**src/hdl/i2c_ctrl_pkg.sv**
```systemverilog
package i2c_ctrl_pkg;

  // ***********************************************************
  // Register map and fixed command values
  // ***********************************************************
  localparam logic [5:0] REG_RAW    = 6'h3d;
  localparam logic [5:0] REG_FILTER = 6'h00;
  localparam logic [7:0] RAW_TAG    = 8'h06;

  localparam logic [6:0] FILT_DEV = 7'h20;  // Filter chip address.
  localparam logic [7:0] FILT_REG = 8'h0a;  // Filter select register.

  // ***********************************************************
  // Timing and buffering
  // ***********************************************************
  localparam logic [15:0] PRESCALE = 16'd4;  // Clk cycles per quarter SCL.
  localparam int FIFO_DEPTH = 8;
  localparam int FIFO_AW    = 3;

  // ***********************************************************
  // Host command word, two views of the same 32 bits
  // ***********************************************************
  typedef struct packed {
    logic [7:0] tag;
    logic       pad;
    logic [6:0] dev_addr;
    logic [7:0] data0;
    logic [7:0] data1;
  } raw_cmd_t;

  typedef struct packed {
    logic [7:0]  pad_hi;
    logic [6:0]  select;  // Bits 23:17.
    logic [16:0] pad_lo;
  } filt_cmd_t;

  typedef union packed {
    raw_cmd_t  raw;
    filt_cmd_t filt;
  } host_cmd_u;

  typedef struct packed {
    logic [6:0] dev_addr;
    logic [7:0] data;
    logic       first;  // Begins a transaction.
    logic       last;   // Ends with a stop.
  } byte_entry_t;

  // A t bit of 1 releases the line.
  typedef struct packed {
    logic scl_o;
    logic scl_t;
    logic sda_o;
    logic sda_t;
  } i2c_pins_t;

endpackage

```
**src/hdl/i2c_bit_engine.sv**
```systemverilog
module i2c_bit_engine (
  input  logic                      clk,
  input  logic                      rst,

  input  i2c_ctrl_pkg::byte_entry_t ent_i,
  input  logic                      ent_valid_i,
  output logic                      ent_ready_o,

  input  logic                      scl_i,
  input  logic                      sda_i,
  output i2c_ctrl_pkg::i2c_pins_t   pins_o,

  output logic                      busy_o,
  output logic                      missed_ack_o
);

  typedef enum logic [2:0] {
    S_IDLE,
    S_START,
    S_BIT,
    S_ACK,
    S_NEXT,
    S_SKIP,
    S_STOP
  } state_t;

  state_t      state;
  logic [15:0] qcnt;
  logic [1:0]  q;            // Quarter within the bit.
  logic [2:0]  bit_cnt;
  logic        last_q;
  logic        addr_phase_q;
  logic        nack_q;
  logic        missed_q;
  logic [7:0]  shift_q;
  logic [7:0]  data_q;       // First data byte held during the address.

  logic        running;
  logic        tick;
  logic        bit_end;
  logic        pop;
  logic        scl_high;
  logic        sda_high;

  assign running = state inside {S_START, S_BIT, S_ACK, S_STOP};
  assign tick    = running && (qcnt == i2c_ctrl_pkg::PRESCALE - 16'd1);
  assign bit_end = tick && (q == 2'd3);

  // Start only on an idle bus.
  assign ent_ready_o = ((state == S_IDLE) && scl_i && sda_i) ||
                       (state == S_NEXT) || (state == S_SKIP);
  assign pop         = ent_valid_i && ent_ready_o;

  // ***********************************************************
  // Sequencing
  // ***********************************************************
  always_ff @(posedge clk) begin
    if (rst) begin
      state        <= S_IDLE;
      qcnt         <= 16'd0;
      q            <= 2'd0;
      bit_cnt      <= 3'd0;
      last_q       <= 1'b0;
      addr_phase_q <= 1'b0;
      nack_q       <= 1'b0;
      missed_q     <= 1'b0;
    end else begin
      if (tick) begin
        qcnt <= 16'd0;
        q    <= q + 2'd1;
      end else if (running) begin
        qcnt <= qcnt + 16'd1;
      end else begin
        qcnt <= 16'd0;
        q    <= 2'd0;
      end
      case (state)
        S_IDLE: begin
          if (pop) begin
            last_q       <= ent_i.last;
            addr_phase_q <= 1'b1;
            state        <= S_START;
          end
        end
        S_START: begin
          if (bit_end) begin
            bit_cnt <= 3'd0;
            state   <= S_BIT;
          end
        end
        S_BIT: begin
          if (bit_end) begin
            bit_cnt <= bit_cnt + 3'd1;
            if (bit_cnt == 3'd7) state <= S_ACK;
          end
        end
        S_ACK: begin
          if (tick && q == 2'd2) nack_q <= sda_i;  // Mid SCL high.
          if (bit_end) begin
            if (nack_q) begin
              missed_q <= 1'b1;
              state    <= last_q ? S_STOP : S_SKIP;
            end else if (addr_phase_q) begin
              addr_phase_q <= 1'b0;
              bit_cnt      <= 3'd0;
              state        <= S_BIT;
            end else begin
              state <= last_q ? S_STOP : S_NEXT;
            end
          end
        end
        S_NEXT: begin
          if (pop) begin
            last_q  <= ent_i.last;
            bit_cnt <= 3'd0;
            state   <= S_BIT;
          end
        end
        S_SKIP: begin
          if (pop && ent_i.last) state <= S_STOP;  // Drop rest of transaction.
        end
        S_STOP: begin
          if (bit_end) state <= S_IDLE;
        end
        default: state <= S_IDLE;
      endcase
    end
  end

  always_ff @(posedge clk) begin
    if (state == S_IDLE && pop) begin
      shift_q <= {ent_i.dev_addr, 1'b0};  // Write bit.
      data_q  <= ent_i.data;
    end else if (state == S_BIT && bit_end) begin
      shift_q <= {shift_q[6:0], 1'b0};
    end else if (state == S_ACK && bit_end && addr_phase_q && !nack_q) begin
      shift_q <= data_q;
    end else if (state == S_NEXT && pop) begin
      shift_q <= ent_i.data;
    end
  end

  // ***********************************************************
  // Line levels
  // ***********************************************************
  always_comb begin
    scl_high = 1'b1;
    sda_high = 1'b1;
    case (state)
      S_START: begin
        scl_high = (q != 2'd3);
        sda_high = (q == 2'd0);  // SDA falls with SCL high.
      end
      S_BIT: begin
        scl_high = (q == 2'd1) || (q == 2'd2);
        sda_high = shift_q[7];
      end
      S_ACK: begin
        scl_high = (q == 2'd1) || (q == 2'd2);
      end
      S_NEXT, S_SKIP: begin
        scl_high = 1'b0;
      end
      S_STOP: begin
        scl_high = (q != 2'd0);
        sda_high = q[1];  // SDA rises with SCL high.
      end
      default: begin
        scl_high = 1'b1;
        sda_high = 1'b1;
      end
    endcase
  end

  assign pins_o.scl_o  = 1'b0;
  assign pins_o.scl_t  = scl_high;
  assign pins_o.sda_o  = 1'b0;
  assign pins_o.sda_t  = sda_high;
  assign busy_o        = (state != S_IDLE);
  assign missed_ack_o  = missed_q;

  // Outside start and stop, SDA moves only inside a low SCL phase.
  assert property (@(posedge clk) disable iff (rst)
    $changed(pins_o.sda_t) && !($past(state) inside {S_START, S_STOP}) |->
      !pins_o.scl_t && !$past(pins_o.scl_t));

  // Only the entry that opens a transaction starts one.
  assert property (@(posedge clk) disable iff (rst)
    pop |-> ent_i.first == (state == S_IDLE));

endmodule

```
**src/hdl/i2c_byte_fifo.sv**
```systemverilog
module i2c_byte_fifo (
  input  logic                      clk,
  input  logic                      rst,

  input  i2c_ctrl_pkg::byte_entry_t wr_i,
  input  logic                      wr_valid_i,
  output logic                      wr_ready_o,

  output i2c_ctrl_pkg::byte_entry_t rd_o,
  output logic                      rd_valid_o,
  input  logic                      rd_ready_i
);

  i2c_ctrl_pkg::byte_entry_t mem [i2c_ctrl_pkg::FIFO_DEPTH];

  logic [i2c_ctrl_pkg::FIFO_AW-1:0] wr_ptr;
  logic [i2c_ctrl_pkg::FIFO_AW-1:0] rd_ptr;
  logic [i2c_ctrl_pkg::FIFO_AW:0]   count;
  logic                             do_push;
  logic                             do_pop;

  assign wr_ready_o = int'(count) < i2c_ctrl_pkg::FIFO_DEPTH;
  assign rd_valid_o = (count != '0);
  assign rd_o       = mem[rd_ptr];

  assign do_push = wr_valid_i && wr_ready_o;
  assign do_pop  = rd_valid_o && rd_ready_i;

  always_ff @(posedge clk) begin
    if (rst) begin
      wr_ptr <= '0;
      rd_ptr <= '0;
      count  <= '0;
    end else begin
      if (do_push) wr_ptr <= wr_ptr + 1'b1;  // Wraps at depth.
      if (do_pop)  rd_ptr <= rd_ptr + 1'b1;
      case ({do_push, do_pop})
        2'b10:   count <= count + 1'b1;
        2'b01:   count <= count - 1'b1;
        default: count <= count;
      endcase
    end
  end

  always_ff @(posedge clk) begin
    if (do_push) mem[wr_ptr] <= wr_i;
  end

  // Count stays between empty and full.
  assert property (@(posedge clk) disable iff (rst)
    int'(count) <= i2c_ctrl_pkg::FIFO_DEPTH);

  // Count agrees with the pointer distance.
  assert property (@(posedge clk) disable iff (rst)
    count[i2c_ctrl_pkg::FIFO_AW-1:0] == wr_ptr - rd_ptr);

endmodule

```
**src/hdl/i2c_cmd_seq.sv**
```systemverilog
module i2c_cmd_seq (
  input  logic                      clk,
  input  logic                      rst,

  input  logic [5:0]                cmd_addr_i,
  input  i2c_ctrl_pkg::host_cmd_u   cmd_data_i,
  input  logic                      cmd_rqst_i,
  output logic                      cmd_ack_o,

  output i2c_ctrl_pkg::byte_entry_t ent_o,
  output logic                      ent_valid_o,
  input  logic                      ent_ready_i
);

  typedef enum logic {
    S_IDLE,
    S_EMIT
  } state_t;

  state_t          state;
  logic [1:0]      idx_q;       // Entry being offered.
  logic [1:0]      last_idx_q;
  logic [6:0]      filt_sel_q;  // Current filter selection.
  logic            ack_q;

  logic [6:0]      dev_q;
  logic [2:0][7:0] bytes_q;

  logic            raw_hit;
  logic            filt_req;
  logic            filt_hit;
  logic            push;

  // ***********************************************************
  // Request decode
  // ***********************************************************
  assign raw_hit  = cmd_rqst_i && (cmd_addr_i == i2c_ctrl_pkg::REG_RAW) &&
                    (cmd_data_i.raw.tag == i2c_ctrl_pkg::RAW_TAG);
  assign filt_req = cmd_rqst_i && (cmd_addr_i == i2c_ctrl_pkg::REG_FILTER);
  assign filt_hit = filt_req && (cmd_data_i.filt.select != filt_sel_q);

  assign push = ent_valid_o && ent_ready_i;

  always_ff @(posedge clk) begin
    if (rst) begin
      state      <= S_IDLE;
      idx_q      <= 2'd0;
      last_idx_q <= 2'd0;
      filt_sel_q <= 7'd0;
      ack_q      <= 1'b0;
    end else begin
      ack_q <= 1'b0;
      case (state)
        S_IDLE: begin
          idx_q <= 2'd0;
          if (filt_req) begin
            filt_sel_q <= cmd_data_i.filt.select;
          end
          if (raw_hit) begin
            ack_q      <= 1'b1;
            last_idx_q <= 2'd1;  // Two data bytes.
            state      <= S_EMIT;
          end else if (filt_hit) begin
            ack_q      <= 1'b1;
            last_idx_q <= 2'd2;  // Register, select, zero.
            state      <= S_EMIT;
          end
        end
        S_EMIT: begin
          if (push) begin
            if (idx_q == last_idx_q) begin
              state <= S_IDLE;
            end else begin
              idx_q <= idx_q + 2'd1;
            end
          end
        end
        default: state <= S_IDLE;
      endcase
    end
  end

  always_ff @(posedge clk) begin
    if (state == S_IDLE) begin
      if (raw_hit) begin
        dev_q   <= cmd_data_i.raw.dev_addr;
        bytes_q <= {8'h00, cmd_data_i.raw.data1, cmd_data_i.raw.data0};
      end else if (filt_hit) begin
        dev_q   <= i2c_ctrl_pkg::FILT_DEV;
        bytes_q <= {8'h00, {1'b0, cmd_data_i.filt.select}, i2c_ctrl_pkg::FILT_REG};
      end
    end
  end

  // ***********************************************************
  // Entry stream
  // ***********************************************************
  assign ent_o.dev_addr = dev_q;
  assign ent_o.data     = bytes_q[idx_q];
  assign ent_o.first    = (idx_q == 2'd0);
  assign ent_o.last     = (idx_q == last_idx_q);
  assign ent_valid_o    = (state == S_EMIT);
  assign cmd_ack_o      = ack_q;

  // Offered entry holds until the FIFO takes it.
  assert property (@(posedge clk) disable iff (rst)
    ent_valid_o && !ent_ready_i |=> ent_valid_o && $stable(ent_o));

endmodule

```
**src/hdl/i2c_ctrl_top.sv**
```systemverilog
module i2c_ctrl_top (
  input  logic                    clk,
  input  logic                    rst,

  input  logic [5:0]              cmd_addr_i,
  input  i2c_ctrl_pkg::host_cmd_u cmd_data_i,
  input  logic                    cmd_rqst_i,
  output logic                    cmd_ack_o,

  input  logic                    scl_i,
  input  logic                    sda_i,
  output i2c_ctrl_pkg::i2c_pins_t pins_o,

  output logic                    busy_o,
  output logic                    missed_ack_o
);

  i2c_ctrl_pkg::byte_entry_t seq_ent;
  logic                      seq_valid;
  logic                      seq_ready;

  i2c_ctrl_pkg::byte_entry_t fifo_ent;
  logic                      fifo_valid;
  logic                      fifo_ready;

  i2c_cmd_seq u_seq (
    .clk         (clk),
    .rst         (rst),
    .cmd_addr_i  (cmd_addr_i),
    .cmd_data_i  (cmd_data_i),
    .cmd_rqst_i  (cmd_rqst_i),
    .cmd_ack_o   (cmd_ack_o),
    .ent_o       (seq_ent),
    .ent_valid_o (seq_valid),
    .ent_ready_i (seq_ready)
  );

  i2c_byte_fifo u_fifo (
    .clk        (clk),
    .rst        (rst),
    .wr_i       (seq_ent),
    .wr_valid_i (seq_valid),
    .wr_ready_o (seq_ready),
    .rd_o       (fifo_ent),
    .rd_valid_o (fifo_valid),
    .rd_ready_i (fifo_ready)
  );

  i2c_bit_engine u_engine (
    .clk          (clk),
    .rst          (rst),
    .ent_i        (fifo_ent),
    .ent_valid_i  (fifo_valid),
    .ent_ready_o  (fifo_ready),
    .scl_i        (scl_i),
    .sda_i        (sda_i),
    .pins_o       (pins_o),
    .busy_o       (busy_o),
    .missed_ack_o (missed_ack_o)
  );

endmodule

```
**config.mk**
```make
export PLATFORM = sky130hd
export DESIGN_NAME = i2c_ctrl_top
export DESIGN_NICKNAME = d
export VERILOG_FILES = /design/src/hdl/i2c_ctrl_pkg.sv /design/src/hdl/i2c_bit_engine.sv /design/src/hdl/i2c_byte_fifo.sv /design/src/hdl/i2c_cmd_seq.sv /design/src/hdl/i2c_ctrl_top.sv
export SDC_FILE = /design/constraint.sdc
export NUM_CORES = 1
export LEC_CHECK = 0
export ABC_AREA = 1
export BUFFER_PORTS_ARGS = -buffer_cell sky130_fd_sc_hd__clkbuf_2
export CAP_MARGIN = 20
export CORE_UTILIZATION = 60
export DETAILED_ROUTE_END_ITERATION = 10
export HOLD_SLACK_MARGIN = 0.12
export PLACE_DENSITY = 0.87
export SYNTH_ARGS = -nofsm -noshare
export SYNTH_HDL_FRONTEND = slang
export SYNTH_SLANG_ARGS = --single-unit
```
**constraint.sdc**
```tcl
create_clock -name clk -period 3.3 [get_ports clk]
set_clock_uncertainty 0.2 [all_clocks]
set_input_delay 0.66 -clock clk [delete_from_list [all_inputs] [get_ports clk]]
set_output_delay 0.66 -clock clk [all_outputs]
set_load 0.03 [all_outputs]
```
# [After elaboration in Yosys (flattened, before gate mapping)]
# Memories as Yosys holds them, arrays and structs flattened. A register that Yosys moved wholly into a read port is not among the register bits.
# Index checks and enable logic that the tools add are counted.
[classes] mux=52 reduce_logical=51 bitwise=2 n_eq_ne=31 n_lt_le_gt_ge=2 addsub=8
[op_table] cell="3-bit 2-to-1 mux" count=17
[op_table] cell="8-bit 2-to-1 mux" count=5
[op_table] cell="16-bit 2-to-1 mux" count=2
[op_table] cell="3-bit case mux with 7 select lines" count=1
[op_table] cell="1-bit logical AND" count=18
[op_table] cell="16-bit by 1-bit adder with 16-bit output (second input constant)" count=1
[op_table] cell="8-bit binary-select mux with 2-bit select" count=1
[op_table] cell="16-bit by 2-bit == test with 1-bit output (second input constant)" count=1
[op_table] cell="2-bit 2-to-1 mux" count=8
[op_table] cell="2-bit by 1-bit inequality test with 1-bit output (second input constant)" count=8
[op_table] cell="4-bit nonzero test" count=4
[op_table] cell="7-bit 2-to-1 mux" count=2
[op_table] cell="3-bit == test (second input constant)" count=4
[op_table] cell="2-bit inequality test (second input constant)" count=6
[op_table] cell="3-bit case mux with 4 select lines" count=1
[op_table] cell="2-bit AND reduction" count=5
[op_table] cell="2-bit nonzero test" count=5
[op_table] cell="2-bit OR reduction" count=5
[op_table] cell="3-bit by 1-bit adder with 3-bit output (second input constant)" count=3
[op_table] cell="1-bit 2-to-1 mux" count=9
[op_table] cell="8-bit by 3-bit == test with 1-bit output (second input constant)" count=1
[op_table] cell="4-bit case mux with 2 select lines" count=1
[op_table] cell="8-bit AND reduction" count=1
[op_table] cell="7-bit inequality test" count=1
[op_table] cell="26 further kinds" count=36
[word_totals] out_inout_bits=7 n_memories=1 ramBits=136 input_bits=43 regBits=90 wordCells=169
[mem_list] name="u_fifo.mem" words=8 word_bits=17 rd=1 rd_ports_with_merged_regs=1 write_ports=1 line="i2c_byte_fifo.sv:14" text="i2c_ctrl_pkg::byte_entry_t mem [i2c_ctrl_pkg::FIFO_DEPTH];"

# [Logic depth before layout (Yosys ltp)]
[logic_depth] depth_word=11 depth_mapped=12 mapped_depth_nobuf=12

# [Hierarchy]
# Synthesis repeated with hierarchy kept, for this count alone.
[unflattened] hier_cells=1054 area_unflattened_um2=10299.9
[by_module_without_submodules] mod="i2c_byte_fifo" seq_area_each_um2=4344.2 cells_per_inst=472 instances=1 area_each_um2=5923.2
[by_module_without_submodules] mod="i2c_bit_engine" seq_area_each_um2=1031.0 cells_per_inst=360 instances=1 area_each_um2=2593.7
[by_module_without_submodules] mod="i2c_cmd_seq" seq_area_each_um2=950.9 cells_per_inst=222 instances=1 area_each_um2=1783.0

# [Worst setup path after synthesis]
# Ideal clock, no wire load.
[synth_path] path_type="input port to flip-flop" startpoint="input port cmd_data_i[28] (netlist bit)" endpoint="register u_seq.bytes_q[0] (netlist bit), enable pin" slack_ns=0.827 stages=7 setup_ns=0.380 arrival_ns=1.893 n_path_buf=0 required_time_ns=2.720 cell_sequence="nor2_1 > nand3_1 > nor4_1 > nand2_1 > nor2_1 > inv_1 > nand2_1"
[synth_between] elab_chain_len=4
[synth_lines] element="start: declaration" line="i2c_ctrl_top.sv:6" text="input i2c_ctrl_pkg::host_cmd_u cmd_data_i,"
[synth_lines] element="8-bit by 3-bit == test with 1-bit output" line="i2c_cmd_seq.sv:38" text="(cmd_data_i.raw.tag == i2c_ctrl_pkg::RAW_TAG);"
[synth_lines] element="1-bit logical AND" line="i2c_cmd_seq.sv:37" text="assign raw_hit = cmd_rqst_i && (cmd_addr_i == i2c_ctrl_pkg::REG_RAW) &&"
[synth_lines] element="2-bit nonzero test (no line)"
[synth_lines] element="2-bit AND reduction (no line)"
[synth_lines] element="end signal: assignment" line="i2c_cmd_seq.sv:87" text="bytes_q <= {8'h00, cmd_data_i.raw.data1, cmd_data_i.raw.data0};"
[synth_lines] element="end signal: assignment" line="i2c_cmd_seq.sv:90" text="bytes_q <= {8'h00, {1'b0, cmd_data_i.filt.select}, i2c_ctrl_pkg::FILT_REG};"
[synth_lines] element="end: declaration" line="i2c_cmd_seq.sv:27" text="logic [2:0][7:0] bytes_q;"
# Every way passes these cells.
# A chain may end at the register's enable or synchronous reset.

==> reports/results.txt <==
VDD IR max: 415.0 µV
Clock sinks: 221
Post-synthesis register bit count: 221
Most common library cells after synthesis: nor2_1, edfxtp_1, nand2_1, o21ai_0, inv_1
Hold Path Class: in -> reg
Chip Height: 128.6 µm
Most used cell, CP: nand2_1
Synth unique cells: 46
CTS Hold Buffers Added: 0
Asr flop ratio synth: 0
Final hold slack: 193.0 ps
Gr usage total: 0.2702
DRC viols: 0
Die X: 128.6 µm
Worst Setup Start Kind: flip-flop
Root Driver: clkbuf_16
DR pass1 iterations: 5
Area share of the largest cell type after synthesis: 0.5184
Seq/Total Area, Yosys: 0.6329
Top FF cell, synth: edfxtp_1
Pwr/cell area: 594.8 nW/µm²
Crit path largest cell delay: 610 ps
Total setup buffers inserted after CTS: 0
I/O pins: 50
Vias: 7,183
Antenna Cells: 0
Initial antenna violation count: 0
Final setup fails: 0
ANT nets after route: 0
CORE AREA: 15,430 µm²
CP required: 2440 ps
Routed Wire Length: 21.69 mm
Vias in the first global route: 7,090
Period utilisation layout: 0.9261
Status: finished, final reports clean
Placed cells: 1,201
Pins Over Slew Limit: 0
Highest net fanout along the worst path: 13
Synthesis Warnings: 0
FP Rows: 45
Post-CTS Resized: 0
I/O Buffers: 47
WP data arrival: 2200 ps
Mean Syn Cell Area: 10.02 µm²
Post-DR wirelength/cell: 17.45 µm
DRT iter0 DRCs: 776
Layout Area Growth over Synthesis: 12.75%
CTS max path bufs: 3
Max Clk Rate: 327.2 MHz
Layout Utilization: 0.7028
Crit end category: output port
CP cell instances: inv_2, nand2_1, nor2_1, nand2_1, o221ai_1, clkbuf_2
Crit path max-delay family: simple AND/OR/NAND/NOR gates
RSZ-0062 raised after global routing: false
Area of the multi-input gates: 2985 µm²
Reg area: 6087 µm²
Number of synthesized flops with an enable pin: 166
Setup tns final: 0 ps
Filler instances: 1,053
Global-route wire length before repair: 34.46 mm
GP Congestion: 0.9069
Pleak: 4.236 nW
Leading post-synthesis cells by cell area: edfxtp_1, dfxtp_1, nor2_1
Final non-filler cell total: 1,243
H-Tree Depth: 1
Mapped Cells: 960
Total CTS buffers: 23
Clock-pin slew on the worst setup and hold paths: 60 ps
Post-DP HPWL: 13.85 mm
Synth area leader: edfxtp_1
Mapped Area: 9615 µm²
Share of cells above drive strength 1: 0.1269
Cell with the most instances after synthesis: nor2_1
Setup CP Type: reg -> out
Max_cap viols: 0
GR Overflow Total: 0
Final critical-path required period: 3056 ps
DIE AREA: 16,540 µm²
CTS tree: built
Worst-Margin Slew: 816.0 ps
Layout Nets: 1,069
Final Hold Violating Endpoints: 0
Pwr Total: 6.449 mW
Largest net degree at the start of global routing: 37
Worst skew pair latency: 530 ps
Slowest-stage cell, CP: nor2_1
Crit path buffers/inverters: 2
Vias/cell: 5.779
Starting Density: 0.6233
Slew HR: 0.4554
## flip-flops by register name, summed over array words and instances (netlist names), 2 cells and up, named ones only
signal / count
u_fifo.wr_ptr: 3
u_seq.dev_q: 7
u_seq.idx_q: 2
u_fifo.rd_ptr: 3
u_seq.bytes_q: 16
u_fifo.mem: 128
u_engine.shift_q: 8
u_engine.qcnt: 16
u_engine.data_q: 8
u_engine.state: 3
u_fifo.count: 4
u_engine.bit_cnt: 3
u_engine.q: 2
u_seq.filt_sel_q: 7
u_seq.last_idx_q: 2
## layout by cell type, fill, tap and decap left out, types with 3 or more instances in the layout
cell type	n
clkbuf_2	47
clkinv_1	3
clkbuf_16	24
o21ai_1	3
inv_2	7
xnor2_1	3
o21ai_0	113
inv_1	87
ha_1	11
a21oi_1	48
clkbuf_8	4
nand3b_1	4
nor4_1	5
nor2_2	3
nand2_2	3
nand2_1	119
dfxtp_1	54
clkbuf_1	3
xor2_1	9
nor2_1	172
nand4_1	10
o22ai_1	21
edfxtp_1	166
nor3_1	7
or2_2	5
a211oi_1	7
o211ai_1	8
buf_4	19
nand3_1	32
clkinv_2	4
## worst reg2reg max path, stage by stage, from the launching register on
cell,delay [ps]
dfxtp_1,480
nand2_1,210
o21ai_2,110
nand2_2,150
inv_2,160
ha_1,240
xor2_1,250
nand3_1,130
o21ai_0,260
o21ai_0,150
a21oi_1,210
## worst paths after layout
kind	depth (start not counted)	startpoint	to	slack (ps)
setup / recovery	6	u_engine.state[2]	pins_o[0]	240
setup reg to reg	10	u_engine.state[2]	u_fifo.count[3]	670
hold / removal	2	cmd_data_i[9]	u_seq.bytes_q[1]	190
hold reg to reg	1	u_engine.qcnt[0]	u_engine.qcnt[0]	270
## kinds of logic (layout without fill, tap and decap cells)
| group | Yosys count | after routing | share of synthesized area |
|---|---|---|---|
| AND/OR/NAND/NOR | 369 | 369 | 0.1625 |
| flip-flops | 221 | 221 | 0.6329 |
| AO/OA/AOI/OAI | 212 | 212 | 0.1209 |
| buffers and inverters | 133 | 204 | 0.05699 |
| XOR/XNOR | 12 | 12 | 0.01093 |
| adder cells (fa/ha/maj) | 11 | 11 | 0.01431 |
| other | 1 | 2 | 0.0003900 |
| multiplexers | 1 | 1 | 0.001041 |
## layout make-up
type | instances | area share
sequential | 221 | 0.5615
clock buffer | 31 | 0.06151
multi-input combinational | 607 | 0.2754
tap | 211 | 0.02435
timing repair buffer | 66 | 0.03485
clock inverter | 11 | 0.009002
inverter | 96 | 0.03347
## through the flow
step                setup WS [ps]  area [µm²]
finish                      243.8       10840
global route                45.75       10840
floorplan                   827.4        9619
global placement            738.4       10080
CTS                         246.9       10840
detailed placement          640.5       10080
## report_power, final
group / internal [mW] / switching [mW] / leakage, nW
Clock: 1.51 / 1.06 / 0.380
Sequential: 3.02 / 0.0461 / 2.02
Combinational: 0.251 / 0.558 / 1.84
Total: 4.78 / 1.67 / 4.24
## per-layer routing
layer / track usage / wire length (µm) / vias up
li1: - / - / 3409
met1: 0.3209 / 8305 / 3342
met2: 0.4941 / 11250 / 383
met3: 0.04241 / 1634 / 49
met4: 0.1017 / 502 / 0
met5: 0 / 0 / -
(Power assumes the default switching activity.)
